<file path="config.mk">
export PLATFORM = sky130hd
export DESIGN_NAME = tcb_lite_sub_csr
export DESIGN_NICKNAME = d
export VERILOG_FILES = /design/src/tcb_lite_pkg.sv /design/src/tcb_lite_map_pkg.sv /design/src/tcb_lite_sub_csr.sv
export VERILOG_INCLUDE_DIRS = /design/src /design/src/include
export SDC_FILE = /design/constraint.sdc
export NUM_CORES = 1
export LEC_CHECK = 0
export ABC_AREA = 1
export BUFFER_PORTS_ARGS = -buffer_cell sky130_fd_sc_hd__buf_2
export CORE_MARGIN = 10
export CORE_UTILIZATION = 50
export DETAILED_ROUTE_END_ITERATION = 8
export PLACE_DENSITY = 0.75
export SETUP_SLACK_MARGIN = 0.1
export SKIP_LAST_GASP = 1
export SLEW_MARGIN = 0
export SYNTH_ARGS = -nofsm -noshare
export SYNTH_HDL_FRONTEND = slang
export SYNTH_SLANG_ARGS = --single-unit
export TNS_END_PERCENT = 50
</file>
<file path="constraint.sdc">
create_clock -name sub -period 1.96 [get_ports sub]
set_input_delay 0.392 -clock sub [delete_from_list [all_inputs] [get_ports sub]]
set_output_delay 0.392 -clock sub [all_outputs]
set_load 0.01 [all_outputs]
</file>
<file path="src/include/tcb_lite_consts.svh">
`ifndef TCB_LITE_CONSTS_SVH
`define TCB_LITE_CONSTS_SVH

// bus widths
`define TCB_ADR_W 16
`define TCB_DAT_W 32
`define TCB_BEN_W 4

// response delay in cycles, only one is supported
`define TCB_DLY 1

// memory subordinate depth in words
`define TCB_MEM_DEPTH 256

// csr offsets within the low address byte
`define TCB_CSR_ID_OFS  8'h00
`define TCB_CSR_SCR_OFS 8'h04
`define TCB_CSR_CNT_OFS 8'h08

// identification word returned by the ID register
`define TCB_SYS_ID 32'h7C81_0A01

`endif

</file>
<file path="src/tcb_lite_pkg.sv">
`include "tcb_lite_consts.svh"

package tcb_lite_pkg;

    ////////////////////
    // response status
    ////////////////////

    // two bit status code
    typedef enum logic [1:0] {
        // transfer completed
        STS_OK     = 2'b00,
        // write to a read-only register
        STS_SLVERR = 2'b10,
        // unmapped offset or misaligned address
        STS_DECERR = 2'b11
    } tcb_sts_t;

    ////////////////////
    // payload types
    ////////////////////

    // one data word
    typedef logic [`TCB_DAT_W-1:0] tcb_dat_t;

    // byte enables, one bit per data byte
    typedef logic [`TCB_BEN_W-1:0] tcb_ben_t;

endpackage

</file>
<file path="src/tcb_lite_map_pkg.sv">
`include "tcb_lite_consts.svh"

package tcb_lite_map_pkg;

    // target of a request
    typedef enum logic [1:0] {
        SEL_MEM  = 2'd0,
        SEL_CSR  = 2'd1,
        // misaligned, answered by the decoder
        SEL_NONE = 2'd2
    } tcb_sel_t;

    // decoded register index
    typedef enum logic [1:0] {
        CSR_ID  = 2'd0,
        CSR_SCR = 2'd1,
        CSR_CNT = 2'd2,
        CSR_BAD = 2'd3
    } csr_idx_t;

    // address map, top bit picks the csr block
    function automatic tcb_sel_t sel_decode(input logic [`TCB_ADR_W-1:0] adr);
        if (adr[1:0] != 2'b00) begin
            return SEL_NONE;
        end
        return adr[`TCB_ADR_W-1] ? SEL_CSR : SEL_MEM;
    endfunction

    // register offset to index
    function automatic csr_idx_t csr_decode(input logic [7:0] ofs);
        case (ofs)
            `TCB_CSR_ID_OFS:  return CSR_ID;
            `TCB_CSR_SCR_OFS: return CSR_SCR;
            `TCB_CSR_CNT_OFS: return CSR_CNT;
            default:          return CSR_BAD;
        endcase
    endfunction

endpackage

</file>
<file path="src/tcb_lite_sub_csr.sv">
`timescale 1ns/1ps

`include "tcb_lite_consts.svh"

module tcb_lite_sub_csr (
    input  logic                    sub,
    input  logic                    rst_n,
    // request
    input  logic                    vld,
    output logic                    rdy,
    input  logic                    wen,
    input  logic [`TCB_ADR_W-1:0]   adr,
    input  tcb_lite_pkg::tcb_ben_t  ben,
    input  tcb_lite_pkg::tcb_dat_t  wdt,
    // response
    output tcb_lite_pkg::tcb_dat_t  rdt,
    output tcb_lite_pkg::tcb_sts_t  sts
);

    import tcb_lite_pkg::*;
    import tcb_lite_map_pkg::*;

    logic     trn;
    // high in the cycle after a transfer, access happens here
    logic     busy;
    // captured request
    csr_idx_t idx_q;
    logic     wen_q;
    tcb_ben_t ben_q;
    tcb_dat_t wdt_q;
    // registers
    tcb_dat_t scr;
    tcb_dat_t cnt;

    assign trn = vld & rdy;

    ////////////////////
    // handshake
    ////////////////////

    // rdy drops for one cycle after each transfer
    always_ff @(posedge sub) begin
        if (!rst_n) begin
            rdy  <= 1'b0;
            busy <= 1'b0;
        end else begin
            rdy  <= ~trn;
            busy <= trn;
        end
    end

    // decode is registered, offset from low byte
    always_ff @(posedge sub) begin
        if (trn) begin
            idx_q <= csr_decode(adr[7:0]);
            wen_q <= wen;
            ben_q <= ben;
            wdt_q <= wdt;
        end
    end

    ////////////////////
    // register access
    ////////////////////

    // scratch, byte-enabled write
    always_ff @(posedge sub) begin
        if (!rst_n) begin
            scr <= '0;
        end else if (busy && wen_q && (idx_q == CSR_SCR)) begin
            for (int b = 0; b < `TCB_BEN_W; b++) begin
                if (ben_q[b]) begin
                    scr[8*b +: 8] <= wdt_q[8*b +: 8];
                end
            end
        end
    end

    // counts every accepted transfer, errors too
    // bumps at the end of the access cycle so a read sees the older count
    always_ff @(posedge sub) begin
        if (!rst_n) begin
            cnt <= '0;
        end else if (busy) begin
            cnt <= cnt + 1'b1;
        end
    end

    // response during the access cycle
    always_comb begin
        rdt = '0;
        sts = STS_OK;
        case (idx_q)
            CSR_ID: begin
                if (wen_q) sts = STS_SLVERR;
                else       rdt = `TCB_SYS_ID;
            end
            CSR_SCR: begin
                if (!wen_q) rdt = scr;
            end
            CSR_CNT: begin
                if (wen_q) sts = STS_SLVERR;
                else       rdt = cnt;
            end
            // unmapped offset
            default: sts = STS_DECERR;
        endcase
    end

    // the access cycle never overlaps a new transfer
    a_no_trn_busy: assert property (@(posedge sub) disable iff (!rst_n)
        (vld && rdy) |=> (busy && !(vld && rdy)));

endmodule

</file>
==> summary.md <==
| Metric | Value |
|---|---|
| Status | finished, violations left |
| Failing checks | negative setup slack |
| Share of the synthesized area in the top cell type | 28.8% |
| Util after Layout | 67.5% |
| RSZ-0062 raised after global routing | yes |
| Crit path kind | register to output port |
| Tcrit/Tclk final | 108% |
| Final antenna-violating net count | 0 |
| Pre-antenna DRT Iters | 5 |
| Die Area | about 13000 sq um |
| Fin cells | 779 |
| Adder-cell share of the synthesized area | less than 1% |
| H-tree depth | 3 |
| Worst hold path class | primary input to register |
| Seq/Total Area, Yosys | 54.3% |
| CTS Hold Buffers Added | 0 |
| Row cnt | 34 |
| Clock Tree Buf Depth | 2 |
| Synthesized netlist cell count | 560 |
| Setup TNS | -3.40 ns |
| Crit end category | output port |
| TritonCTS clock tree | yes |
| CP Max Fanout | 10 |
| Post-synthesis mux area share | 0% |
| Clock root buffer | clkbuf_8 |
| Initial antenna violation count | 0 |
| Crit path largest cell delay | 0.45 ns |
| Stages on worst setup path | 5 |
| Syn Std Cell Area | 4590 sq um |
| XOR/XNOR share of the synthesized area | less than 1% |
| Final WS setup | -0.163 ns |
| Ordered cell list for the critical path | inv_2, nand2_8, buf_6, o31ai_1, buf_2 |
| P_leak | around 2.2 nW |
| Endpoints failing hold | 0 |
| R2R Path End | cnt[24] |
| Fmax | 471 MHz |
| CORE AREA | 8850 sq um |
| Fillers | around 680 |
| Share of cells above drive strength 1 | between 20% and 30% |
| Worst R2R Setup Slack | 0.14 ns |
| Fin Hold WS | 0.170 ns |
| Dominant cells by area after synthesis | dfxtp_1 (29%), edfxtp_1 (26%), nand2_1 (8.7%) |
| Die Y | 116 um |
| Diode count | 0 |
| Flop and latch count out of synthesis | 105 |
| Routed WL | 13500 um |
| CP endpoint | rdt[3] |
| Worst endpoint data arrival time | around 1.7 ns |
| Post-synth top area cell | dfxtp_1 |
| Clock Sinks | 105 |
| Slowest CP cell | edfxtp_1 |
| Routability cong. | 0.893 |
| Syn. warnings | 0 |
| Post-Synth Simple-Gate Area | 25.9% |
| Worst Setup Start Kind | register |
| GRT Residual Overflow | 0 |
| Largest family of logic cells by synthesized area | simple AND/OR/NAND/NOR gates |
| Worst r2r src | cnt[1] |
| Max-Cap Viols | 0 |
| Clock skew | between 0.015 and 0.02 ns |
| Setup crit start | idx_q[0] |
| Worst-path clk slew | 0.12 ns |
| GRT Resource Usage Total | 18.7% |
| Num CTS Buffers | 9 |
| Layout area overhead | 30.1% |
| First-pass GRT wire length | 20300 um |
| Dpl hpwl | 8730 um |
| Synth Area in Compound Gates | 12.7% |
| Worst Path Buf+Inv | 3 |
| Delay-heaviest family, CP | buffers and inverters |
| Synth cell types | 26 |
| # setup viols final | 32 |
| Layout net count | 723 |
| Largest net degree at the start of global routing | 41 |
| Slew margin rel. | 68.4% |
| Chip Width | between 100 and 150 um |
| Final Critical Period | 2.12 ns |
| Initial drt markers | about 330 |
| Worst vdd ir | 0.473 mV |
| Sequential cell area | 2490 sq um |
| # IOs | between 90 and 100 |
| Via Count | approximately 4.5k |
| PwrDens | 654 nW/um^2 |
| Cells on worst reg2reg path | 9 |
| Vias in the first global route | ~4.1k |
| Initial Util | 51.9% |
| Later-pin clock latency in the skew report | 0.38 ns |
| Slew Limit Fails | 0 |
| Post-DR vias/cell | 5.75 |
| Syn_area_per_cell | 8.20 sq um |
| Placed instance count | 740 |
| Multi-input gate area | roughly 2200 sq um |
| Remaining DRCs | 0 |
| Per-cell routed wire length | roughly 17 um |
| Worst EP required | around 1.6 ns |
| Total power | 3.91 mW |
| Port Buffers | 82 |
| Slew @ Worst Pin | 0.474 ns |
| Post-synth net total | 617 |
[timing repair]
item | in CTS | in global routing
gates cloned | 4 | 0
pin swaps | 2 | 4
setup endpoints to repair | 41 | 70
buffers inserted | 9 | 10
resized for setup | 54 | 38
[where the power goes]
group          internal (mW)  switching (mW)
registers               2.31          0.0235
logic                  0.104           0.154
clock network          0.493           0.826
total                   2.90            1.00
[layout make-up]
cell class | instances | share of cell area [%]
timing repair inverter | 3 | 0.398
clock inverter | 6 | 1.01
multi-input combinational | 376 | 36.6
tap | 108 | 2.26
clock buffer | 10 | 2.14
sequential | 105 | 41.7
timing repair buffer | 116 | 12.3
inverter | 55 | 3.58
[metrics by stage]
| step | worst slack, ns | instance area [sq um] |
|---|---|---|
| after detailed placement | 0.0731 | 5150 |
| after global routing | -0.225 | 5970 |
| after CTS | -0.0770 | 5690 |
| final | -0.163 | 5970 |
| after global placement | 0.124 | 5150 |
| after floorplan | 0.294 | 4590 |
[state kept, by name (all words and copies together), names as in the netlist]
signal / count
ben_q: 4
idx_q: 2
wdt_q: 32
cnt: 32
wen_q: 1
busy: 1
scr: 32
rdy: 1
[placed cells by master, fill, tap and decap left out, drive strengths merged, types with 15 or more instances in the layout]
master and n:
o31ai 15, dfxtp 66, o21ai 19, a21oi 47, edfxtp 39, inv 58
nor2 74, nor3 15, buf 116, nand2 106, nand3 69
[logic make-up after synthesis]
group,Yosys count
simple gates,276
fa+ha+maj,1
flops,105
xor+xnor,1
compound gates,97
buf+inv,80
[layer usage]
layer,GRT usage (%),share of wire (%),vias to the layer above
met3,3.05,5.8,54
met2,31.7,49,211
li1,-,-,2127
met5,0,0,-
met4,8.09,4.3,0
met1,22.9,41,2091
[cells in the mapped netlist, drive strengths merged]
master and number:
clkbuf 17, xor2 1, clkinv 1, nand3 68
nand3b 2, buf 8, o32ai 6, nor4 1
dfxtp 66, nor2 74, ha 1, inv 54
nand2 106, nor3 15, edfxtp 39, o21ai 19
o311ai 10, a21oi 47, nand4 10, o31ai 15
[how the worst min path moves through the flow]
stage / from / to / slack [ns] / cells past startpoint
finish: wdt[16] / wdt_q[16] / 0.17 / 1
global route: wdt[18] / wdt_q[18] / 0.15 / 1
CTS: wdt[16] / wdt_q[16] / 0.17 / 1
detailed placement: rdy / busy / 0.44 / 2
global placement: rdy / busy / 0.44 / 2
floorplan: scr[15] / scr[15] / 0.43 / 2
Note: power is estimated with default switching activity, not from simulation.
