<file path="src/include/tcb_lite_consts.svh">
`ifndef TCB_LITE_CONSTS_SVH
`define TCB_LITE_CONSTS_SVH

// bus widths
`define TCB_ADR_W 16
`define TCB_DAT_W 32
`define TCB_BEN_W 4

// response delay in cycles, only one is supported
`define TCB_DLY 1

// memory subordinate depth in words
`define TCB_MEM_DEPTH 256

// csr offsets within the low address byte
`define TCB_CSR_ID_OFS  8'h00
`define TCB_CSR_SCR_OFS 8'h04
`define TCB_CSR_CNT_OFS 8'h08

// identification word returned by the ID register
`define TCB_SYS_ID 32'h7C81_0A01

`endif

</file>
<file path="src/tcb_lite_pkg.sv">
`include "tcb_lite_consts.svh"

package tcb_lite_pkg;

    ////////////////////
    // response status
    ////////////////////

    // two bit status code
    typedef enum logic [1:0] {
        // transfer completed
        STS_OK     = 2'b00,
        // write to a read-only register
        STS_SLVERR = 2'b10,
        // unmapped offset or misaligned address
        STS_DECERR = 2'b11
    } tcb_sts_t;

    ////////////////////
    // payload types
    ////////////////////

    // one data word
    typedef logic [`TCB_DAT_W-1:0] tcb_dat_t;

    // byte enables, one bit per data byte
    typedef logic [`TCB_BEN_W-1:0] tcb_ben_t;

endpackage

</file>
<file path="src/tcb_lite_map_pkg.sv">
`include "tcb_lite_consts.svh"

package tcb_lite_map_pkg;

    // target of a request
    typedef enum logic [1:0] {
        SEL_MEM  = 2'd0,
        SEL_CSR  = 2'd1,
        // misaligned, answered by the decoder
        SEL_NONE = 2'd2
    } tcb_sel_t;

    // decoded register index
    typedef enum logic [1:0] {
        CSR_ID  = 2'd0,
        CSR_SCR = 2'd1,
        CSR_CNT = 2'd2,
        CSR_BAD = 2'd3
    } csr_idx_t;

    // address map, top bit picks the csr block
    function automatic tcb_sel_t sel_decode(input logic [`TCB_ADR_W-1:0] adr);
        if (adr[1:0] != 2'b00) begin
            return SEL_NONE;
        end
        return adr[`TCB_ADR_W-1] ? SEL_CSR : SEL_MEM;
    endfunction

    // register offset to index
    function automatic csr_idx_t csr_decode(input logic [7:0] ofs);
        case (ofs)
            `TCB_CSR_ID_OFS:  return CSR_ID;
            `TCB_CSR_SCR_OFS: return CSR_SCR;
            `TCB_CSR_CNT_OFS: return CSR_CNT;
            default:          return CSR_BAD;
        endcase
    endfunction

endpackage

</file>
<file path="src/tcb_lite_decoder.sv">
`timescale 1ns/1ps

`include "tcb_lite_consts.svh"

module tcb_lite_decoder (
    input  logic                    sub,
    input  logic                    rst_n,
    // manager side request
    input  logic                    mgr_vld,
    input  logic                    mgr_wen,
    input  logic [`TCB_ADR_W-1:0]   mgr_adr,
    input  tcb_lite_pkg::tcb_ben_t  mgr_ben,
    input  tcb_lite_pkg::tcb_dat_t  mgr_wdt,
    output logic                    mgr_rdy,
    // manager side response
    output tcb_lite_pkg::tcb_dat_t  mgr_rdt,
    output tcb_lite_pkg::tcb_sts_t  mgr_sts,
    output logic                    rsp_vld,
    // memory subordinate
    output logic                    mem_vld,
    input  logic                    mem_rdy,
    input  tcb_lite_pkg::tcb_dat_t  mem_rdt,
    input  tcb_lite_pkg::tcb_sts_t  mem_sts,
    // csr subordinate
    output logic                    csr_vld,
    input  logic                    csr_rdy,
    input  tcb_lite_pkg::tcb_dat_t  csr_rdt,
    input  tcb_lite_pkg::tcb_sts_t  csr_sts,
    // request lines shared by both subordinates
    output logic                    sub_wen,
    output logic [`TCB_ADR_W-1:0]   sub_adr,
    output tcb_lite_pkg::tcb_ben_t  sub_ben,
    output tcb_lite_pkg::tcb_dat_t  sub_wdt
);

    import tcb_lite_pkg::*;
    import tcb_lite_map_pkg::*;

    // target of the current request
    tcb_sel_t sel;
    // target of the transfer whose response is due
    tcb_sel_t sel_q;
    logic     trn;

    ////////////////////
    // request routing
    ////////////////////

    assign sel = sel_decode(mgr_adr);

    // only the selected target sees vld
    assign mem_vld = mgr_vld & (sel == SEL_MEM);
    assign csr_vld = mgr_vld & (sel == SEL_CSR);

    // payload goes to both, vld picks the owner
    assign sub_wen = mgr_wen;
    assign sub_adr = mgr_adr;
    assign sub_ben = mgr_ben;
    assign sub_wdt = mgr_wdt;

    // ready from the addressed target
    always_comb begin
        case (sel)
            SEL_MEM: mgr_rdy = mem_rdy;
            SEL_CSR: mgr_rdy = csr_rdy;
            // misaligned requests never wait
            default: mgr_rdy = 1'b1;
        endcase
    end

    assign trn = mgr_vld & mgr_rdy;

    ////////////////////
    // response steering
    ////////////////////

    // remember where the response will come from
    always_ff @(posedge sub) begin
        if (trn) begin
            sel_q <= sel;
        end
    end

    always_ff @(posedge sub) begin
        if (!rst_n) begin
            rsp_vld <= 1'b0;
        end else begin
            rsp_vld <= trn;
        end
    end

    always_comb begin
        case (sel_q)
            SEL_MEM: begin
                mgr_rdt = mem_rdt;
                mgr_sts = mem_sts;
            end
            SEL_CSR: begin
                mgr_rdt = csr_rdt;
                mgr_sts = csr_sts;
            end
            // decoder's own error reply
            default: begin
                mgr_rdt = '0;
                mgr_sts = STS_DECERR;
            end
        endcase
    end

    // one owner per request
    a_one_target: assert property (@(posedge sub) disable iff (!rst_n)
        !(mem_vld && csr_vld));

    // every manager transfer gets its response after the bus delay
    a_rsp_follows: assert property (@(posedge sub) disable iff (!rst_n)
        (mgr_vld && mgr_rdy) |-> ##(`TCB_DLY) rsp_vld);

endmodule

</file>
<file path="config.mk">
export PLATFORM = sky130hd
export DESIGN_NAME = tcb_lite_decoder
export DESIGN_NICKNAME = d
export VERILOG_FILES = /design/src/tcb_lite_pkg.sv /design/src/tcb_lite_map_pkg.sv /design/src/tcb_lite_decoder.sv
export VERILOG_INCLUDE_DIRS = /design/src /design/src/include
export SDC_FILE = /design/constraint.sdc
export NUM_CORES = 1
export LEC_CHECK = 0
export BUFFER_PORTS_ARGS = -buffer_cell sky130_fd_sc_hd__buf_4
export CAP_MARGIN = 10
export CORE_AREA = 2 2 84 86
export CTS_BUF_LIST = sky130_fd_sc_hd__clkbuf_4 sky130_fd_sc_hd__clkbuf_8
export CTS_CLUSTER_SIZE = 8
export DETAILED_ROUTE_END_ITERATION = 12
export DIE_AREA = 0 0 86 88
export PLACE_DENSITY_LB_ADDON = 0.25
export SETUP_SLACK_MARGIN = 0.5
export SKIP_CTS_REPAIR_TIMING = 1
export SYNTH_ARGS = -nofsm -noshare
export SYNTH_HDL_FRONTEND = slang
export SYNTH_SLANG_ARGS = --single-unit
</file>
<file path="constraint.sdc">
create_clock -name sub -period 1.05 [get_ports sub]
set_input_delay 0.21 -clock sub [delete_from_list [all_inputs] [get_ports sub]]
set_output_delay 0.21 -clock sub [all_outputs]
set_load 0.005 [all_outputs]
</file>
==> out/results.tsv, run 1 <==
metric	value	unit
h-tree-depth	1	
die_w	86	um
status	complete, but fails checks	
max_stage_delay	0.43	ns
worst_slack	-0.472	ns
synth-seq-cells	3	
areaGrowthSynthToFinish	76.6	%
path_cells	buf_6, clkbuf_16, mux2i_1, nor2_1, buf_4	
clock.fmax	657	MHz
synth_cells	142	
syn_nets	268	
tritoncts	yes	
overflow	0	
grt_pass1_vias	996	
wl_per_cell	14.2	um
grt_pass1_wl	5330	um
cap_violations	0	
hold_viol_final	0	
end_kind	output pin	
powerDensity	725	nW/um^2
drt_iter0_drc	18	
syn_area_per_cell	7.72	um^2
yosys_warnings	0	
whs_path_depth	3	
clk_path_buf_depth	2	
synth_cell_types	18	
path_max_fanout	7	
finalPower	1400	uW
die_y	88	um
route.final.wire_length	4230	um
via_per_inst	3.91	
finalHoldWorstSlack	0.236	ns
fin_nets	345	
numCtsBuffers	3	
firstDrtPassIters	3	
start_kind	register	
seq_area_frac_synth	7.31	%
antenna_cells	0	
grt_max_degree	22	
report.final.slew_viol_count	0	
crit_required	0.84	ns
hp-class	in -> reg	
drive_above_1_share	67.9	%
cp_top_family	buffers and inverters	
critPathBufInv	3	
port_buffers	116	
p_leak	0.00106	uW
arrival	1.31	ns
fin_util	29.1	%
maxSlewHeadroom	88.8	%
rows	30	
grt_antenna_before_repair	0	
core_area	6640	um^2
clkTransAtPathRegs	0.03	ns
io-pin-count	217	
post-route-drc-count	0	
track_usage	8.98	%
ant_nets	0	
setup_viol	34	
synth_area	1100	um^2
cts_root_buf	clkbuf_8	
min_period	1.52	ns
die_area	7570	um^2
gp_congestion	0.700	
critPathKind	reg -> out	
ir_drop	0.585	mV
worst_slew_pin_slew	0.163	ns
crit_slowest_cell	edfxtp_1	
violations	negative setup slack	
initial_core_util	16.5	%
clock_sinks	3	
fin_tns_setup	-13.98	ns
rsz0062_at_grt	yes	
dp_hpwl	3390	um
path_depth	5	
vias	1164	
period_share	145	%
cells in the final DEF, fill, tap and decap left out, drive strengths merged:
| cell type | n |
|---|---|
| a21boi | 1 |
| a21oi | 1 |
| clkbuf | 5 |
| nor4b | 1 |
| buf | 132 |
| nor2 | 33 |
| a211o | 2 |
| nand2 | 2 |
| mux2i | 33 |
| and3 | 1 |
| and2 | 1 |
| nor2b | 2 |
| dfxtp | 1 |
| inv | 1 |
| edfxtp | 2 |
synthesized netlist by cell type:
master     n  area [um^2]
clkbuf_1   2         7.51
and2_1     1         6.26
a21boi_0   1         7.51
dfxtp_1    1         20.0
and3_1     1         6.26
inv_1      1         3.75
a211o_1    2         17.5
nand2_1    2         7.51
edfxtp_1   2         60.1
nor2b_1    2         12.5
a21oi_1    1         5.00
nor4b_1    1         8.76
nor2_1    33          124
mux2i_1   33          330
buf_4     53          398
buf_6      1         11.3
buf_12     3         60.1
buf_2      2         10.0
cell families (layout without fill, tap and decap cells):
| logic type | Yosys count | after routing | share of synthesized area [%] |
|---|---|---|---|
| mux | 33 | 33 | 30.1 |
| flops | 3 | 3 | 7.31 |
| simple gates | 40 | 40 | 15.1 |
| compound gates | 4 | 4 | 2.74 |
| buf+inv | 62 | 138 | 44.7 |
registers in the layout (all words and copies together) (netlist names):
name,cells
sel_q,2
rsp_vld,1
tightest hold or removal path: cells and delay by family:
kind | cells | cell delay (ns)
buffers and inverters | 1 | 0.11
AOI/OAI and AO/OA | 1 | 0.03
and+or+nand+nor | 1 | 0.07
metrics by stage:
stage | setup WS [ns] | cells | cell area (um^2)
after floorplan | -0.0757 | 142 | 1140
after global placement | -0.254 | 289 | 1740
after detailed placement | -0.264 | 289 | 1740
after CTS | -0.499 | 293 | 1790
after global routing | -0.526 | 298 | 1940
final | -0.472 | 298 | 1940
cell type report:
class | instances | area, um^2
fill | 704 | 4710
inverter | 1 | 3.75
clock buffer | 4 | 48.8
timing repair buffer | 133 | 1110
sequential | 3 | 81.3
multi-input combinational | 77 | 588
tap | 80 | 100
path summary, 6_finish.rpt:
path                from            endpoint
max   sel_q[0]$_DFFE_PP_         mgr_rdt[26]
min                rst_n  rsp_vld$_SDFF_PN0_
routing by layer:
metal  vias up  share of wire (%)  GRT usage, %
li1        562                  -             -
met1       496                 32          8.67
met2       100                 53          16.8
met3         6                 13          4.81
met4         0               0.95          2.16
met5         -                  0             0
power by group:
| part | switching, uW | total [uW] | internal [uW] |
|---|---|---|---|
| registers | 6.72 | 145 | 138 |
| clock network | 79.7 | 365 | 285 |
| logic | 313 | 894 | 581 |
| total | 400 | 1400 | 1000 |
(Power assumes the default switching activity.)
==> run 2, diff against run 1 <==
ABC_AREA = 1   (was unset)
CORE_AREA = 2 2 83 85   (was 2 2 84 86)
DIE_AREA = 0 0 85 87   (was 0 0 86 88)
==> out/results.tsv, run 2 <==
metric	value	unit	change
overflow	0		unchanged
port_buffers	116		unchanged
placed_cells	261		was 289
violations	negative setup slack		unchanged
rows	30		unchanged
clock_sinks	3		unchanged
yosys.area.top_type	buf_4		unchanged
async_flop_share	0	%	unchanged
grt_max_degree	33		was 22
dp_hpwl	2960	um	was 3390 um
die_w	85	um	was 86 um
synth-seq-cells	3		unchanged
hold_viol_final	0		unchanged
min_period	1.56	ns	was 1.52 ns
crit_required	0.84	ns	about the same
finalPower	1270	uW	was 1400 uW
layout_commonest_cell	buf_4		unchanged
critPathKind	reg -> out		unchanged
yosys_warnings	0		unchanged
ir_drop	0.516	mV	was 0.585 mV
yosys-top-cells-count	buf_4, a22o_1, inv_1		was buf_4, mux2i_1, nor2_1
vias	1081		was 1164
cts_root_buf	clkbuf_8		unchanged
end_kind	output pin		unchanged
report.final.slew_viol_count	0		unchanged
worst_slack	-0.509	ns	was -0.472 ns
firstDrtPassIters	4		was 3
h-tree-depth	1		unchanged
seq_area_frac_synth	8.63	%	was 7.31%
final_cell_mix	buf_4, a22o_1, inv_1, buf_6		was buf_4, mux2i_1, nor2_1, buf_6
wl_per_cell	13.5	um	was 14.2 um
hp-class	in -> reg		unchanged
dpl_cell_area	1510	um^2	was 1740 um^2
areaGrowthSynthToFinish	78.2	%	was 76.6%
synth-edff-count	2		unchanged
finalNonFillerCells	268		was 298
clk_path_buf_depth	2		unchanged
track_usage	7.92	%	was 8.98%
design_area	1650	um^2	was 1940 um^2
setup_viol	34		unchanged
start_kind	register		unchanged
clock.fmax	642	MHz	was 657 MHz
synth_cell_types	14		was 18
path_max_fanout	4		was 7
fillers	732		was 704
largest_reg_flops	2		unchanged
synth_most_common_cell	buf_4		unchanged
gp_congestion	0.682		was 0.700
period_share	148	%	was 145%
largest-register	sel_q		unchanged
ant_nets	0		unchanged
post-route-drc-count	0		unchanged
drt_iter0_drc	14		was 18
arrival	1.35	ns	was 1.31 ns
route.final.wire_length	3630	um	was 4230 um
fin_util	25.2	%	was 29.1%
status	complete, but fails checks		unchanged
synth_area	928	um^2	was 1100 um^2
syn_nets	245		was 268
io-pin-count	217		unchanged
synth_cells	119		was 142
p_leak	0.000896	uW	was 0.00106 uW
die_area	7400	um^2	was 7570 um^2
yosys.area.top_type_share	45.3	%	was 36.3%
tritoncts	yes		unchanged
rsz0062_at_grt	yes		unchanged
numCtsBuffers	3		unchanged
via_per_inst	4.03		was 3.91
worst_slew_pin_slew	0.242	ns	was 0.163 ns
grt_pass1_vias	925		was 996
synth_ff_type	edfxtp_1		unchanged
reg_top3	sel_q (2), rsp_vld (1)		unchanged
core_area	6570	um^2	was 6640 um^2
maxSlewHeadroom	83.8	%	was 88.8%
grt_antenna_before_repair	0		unchanged
clkTransAtPathRegs	0.03	ns	about the same
grt_pass1_wl	4780	um	was 5330 um
initial_core_util	14.1	%	was 16.5%
syn_area_per_cell	7.80	um^2	was 7.72 um^2
synth_area_leaders	buf_4, a22o_1, edfxtp_1		was buf_4, mux2i_1, nor2_1
cap_violations	0		unchanged
fin_nets	315		was 345
powerDensity	769	nW/um^2	was 725 nW/um^2
drive_above_1_share	75.0	%	was 67.9%
die_y	87	um	was 88 um
antenna_cells	0		unchanged
[run 2: changes by cell type after synthesis, moves of 3 or more]
cell / previous run / this run
buf_4: 53 / 56
mux2i_1: 33 / 0
buf_12: 3 / 0
nor2_1: 33 / 3
nand3_1: 0 / 3
inv_1: 1 / 11
a22o_1: 0 / 32
[run 2: final cells by class]
type	instances	area, um^2	area share, %
well taps	80	100	6.05
flip-flops and latches	3	81.3	4.92
inverters	12	50.0	3.03
clock buffers	4	48.8	2.95
multi-input cells	45	387	23.4
repair buffers	124	987	59.7
[run 2: logic make-up (layout without fill, tap and decap cells)]
logic type,after synthesis,count (layout),synth area share [%]
buffers and inverters,71,140,53.8
and+or+nand+nor,11,11,5.53
DFF,3,3,8.63
AOI/OAI and AO/OA,34,34,32.1
[run 2: routing by layer]
metal	up-vias	GRT usage (%)	part of all wire, %
li1	499	-	-
met1	460	8.79	34
met2	106	12.3	45
met3	16	4.17	18
met4	0	4.18	2.8
met5	-	0	0
[run 2: worst max-delay path: stages (launching register included)]
cell	delay, ns
edfxtp_1	0.39
buf_6	0.14
nor2_4	0.15
buf_4	0.14
inv_1	0.04
o22a_1	0.15
buf_4	0.13
[run 2: where the power goes]
| part | total, uW | internal [uW] | leakage [uW] | switching, uW |
|---|---|---|---|---|
| sequential | 146 | 138 | 0.0000279 | 7.29 |
| clock | 353 | 284 | 0.0000262 | 68.6 |
| combinational | 775 | 509 | 0.000842 | 265 |
| total | 1270 | 931 | 0.000896 | 341 |
[run 2: metrics by stage]
| step | setup TNS [ns] | hold WS (ns) | setup slack (ns) |
|---|---|---|---|
| after floorplan | -1.78 | 0.322 | -0.0594 |
| after global placement | -13.92 | 0.420 | -0.424 |
| after detailed placement | -14.16 | 0.420 | -0.433 |
| after CTS | -21.93 | 0.212 | -0.661 |
| after global routing | -19.35 | 0.243 | -0.599 |
| final | -16.36 | 0.217 | -0.509 |
[run 2: worst paths after layout]
kind | from | to | cells after the start | slack, ns
min | rst_n | rsp_vld$_SDFF_PN0_ | 3 | 0.22
max | sel_q[1]$_DFFE_PP_ | mgr_sts[1] | 6 | -0.51
==> run 3, diff against run 2 <==
CELL_PAD_IN_SITES_DETAIL_PLACEMENT = 2   (was unset)
CELL_PAD_IN_SITES_GLOBAL_PLACEMENT = 2   (was unset)
CORE_AREA = unset   (was 2 2 83 85)
CORE_UTILIZATION = 10   (was unset)
DIE_AREA = unset   (was 0 0 85 87)
==> out/results.tsv, run 3 (synthesis results as in run 2) <==
metric	value	unit	change
status	complete, but fails checks		unchanged
violations	design-rule violations, negative setup slack		was negative setup slack
clock.fmax	643	MHz	was 642 MHz
cp-startpoint	sel_q[0]$_DFFE_PP_		was sel_q[1]$_DFFE_PP_
critPathKind	reg -> out		unchanged
arrival	1.35	ns	about the same
p_leak	0.000945	uW	was 0.000896 uW
grt_pass1_vias	1157		was 925
critPathBufInv	3		was 4
die_area	9670	um^2	was 7400 um^2
cts_root_buf	clkbuf_8		unchanged
dpl_cell_area	1590	um^2	was 1510 um^2
grt_pass1_wl	6750	um	was 4780 um
route.final.wire_length	4840	um	was 3630 um
powerDensity	772	nW/um^2	was 769 nW/um^2
max_stage_delay	0.43	ns	was 0.39 ns
h-tree-depth	1		unchanged
drt_iter0_drc	20		was 14
numCtsBuffers	3		unchanged
reg_top3	sel_q (2), rsp_vld (1)		unchanged
pre_cts_slack	-0.287	ns	was -0.433 ns
cp_top_family	flip-flops		was buffers and inverters
wl_per_cell	16.1	um	was 13.5 um
worst_slew_pin_slew	0.169	ns	was 0.242 ns
crit_required	0.84	ns	about the same
fin_nets	319		was 315
ant_nets	0		unchanged
tritoncts	yes		unchanged
overflow	0		unchanged
design_area	1830	um^2	was 1650 um^2
grt_max_degree	23		was 33
port_buffers	116		unchanged
io-pin-count	217		unchanged
gp_congestion	0.705		was 0.682
layout_commonest_cell	buf_4		unchanged
areaGrowthSynthToFinish	97.3	%	was 78.2%
largest_reg_flops	2		unchanged
cap_violations	0		unchanged
grt_antenna_before_repair	0		unchanged
rows	34		was 30
min_period	1.56	ns	about the same
fillers	1035		was 732
ir_drop	0.188	mV	was 0.516 mV
final_cell_mix	buf_4, a22o_1, buf_6, inv_1		was buf_4, a22o_1, inv_1, buf_6
vias	1103		was 1081
finalHoldWorstSlack	0.215	ns	was 0.217 ns
clk_path_buf_depth	2		unchanged
die_w	98.4	um	was 85 um
hold_viol_final	0		unchanged
maxSlewHeadroom	88.7	%	was 83.8%
largest-register	sel_q		unchanged
clkTransAtPathRegs	0.03	ns	about the same
dp_hpwl	4070	um	was 2960 um
rsz0062_at_grt	yes		unchanged
clock_sinks	3		unchanged
report.final.slew_viol_count	0		unchanged
period_share	148	%	about the same
worst_slack	-0.505	ns	was -0.509 ns
drive_above_1_share	77.1	%	was 75.0%
fin_util	20.7	%	was 25.2%
core_area	8850	um^2	was 6570 um^2
fin_tns_setup	-16.17	ns	was -16.36 ns
min_from	rst_n		unchanged
die_y	98.4	um	was 87 um
crit_slowest_cell	edfxtp_1		unchanged
track_usage	8.99	%	was 7.92%
end_kind	output pin		unchanged
via_per_inst	3.68		was 4.03
antenna_cells	0		unchanged
firstDrtPassIters	8		was 4
path_max_fanout	11		was 4
path_cells	nand2_2, inv_4, clkbuf_16, a22o_1, buf_4		was buf_6, nor2_4, buf_4, inv_1, o22a_1, buf_4
post-route-drc-count	9		was 0
initial_core_util	10.5	%	was 14.1%
hp-class	in -> reg		unchanged
setup_viol	34		unchanged
start_kind	register		unchanged
-- run 3: power by group --
| part | leakage [uW] | switching, uW | internal, uW |
|---|---|---|---|
| clock network | 0.0000262 | 73.0 | 284 |
| registers | 0.0000279 | 9.44 | 138 |
| logic | 0.000891 | 322 | 587 |
-- run 3: final cells by class --
| type | instances | area, um^2 | share of cell area (%) |
|---|---|---|---|
| repair buffers | 128 | 1120 | 61.3 |
| multi-input cells | 45 | 394 | 21.5 |
| well taps | 108 | 135 | 7.38 |
| flip-flops and latches | 3 | 81.3 | 4.44 |
| inverters | 12 | 50.0 | 2.73 |
| clock buffers | 4 | 48.8 | 2.66 |
-- run 3: path summary, 6_finish.rpt --
path	depth (start not counted)	end
max	5	mgr_rdt[3]
min	3	rsp_vld$_SDFF_PN0_
-- run 3: metrics by stage --
step	instances	total power (uW)
after floorplan	119	576
after global placement	290	962
after detailed placement	290	963
after CTS	294	1330
after global routing	300	1510
final	300	1410
-- run 3: routing by layer --
| layer | vias to the layer above | global-route usage (%) | wire length (um) | share of wire [%] |
|---|---|---|---|---|
| met1 | 524 | 11.0 | 1940 | 40 |
| met5 | - | 0 | 0 | 0 |
| met4 | 0 | 2.99 | 71 | 1.5 |
| met3 | 8 | 2.65 | 385 | 8.0 |
| met2 | 62 | 15.0 | 2450 | 51 |
| li1 | 509 | - | - | - |
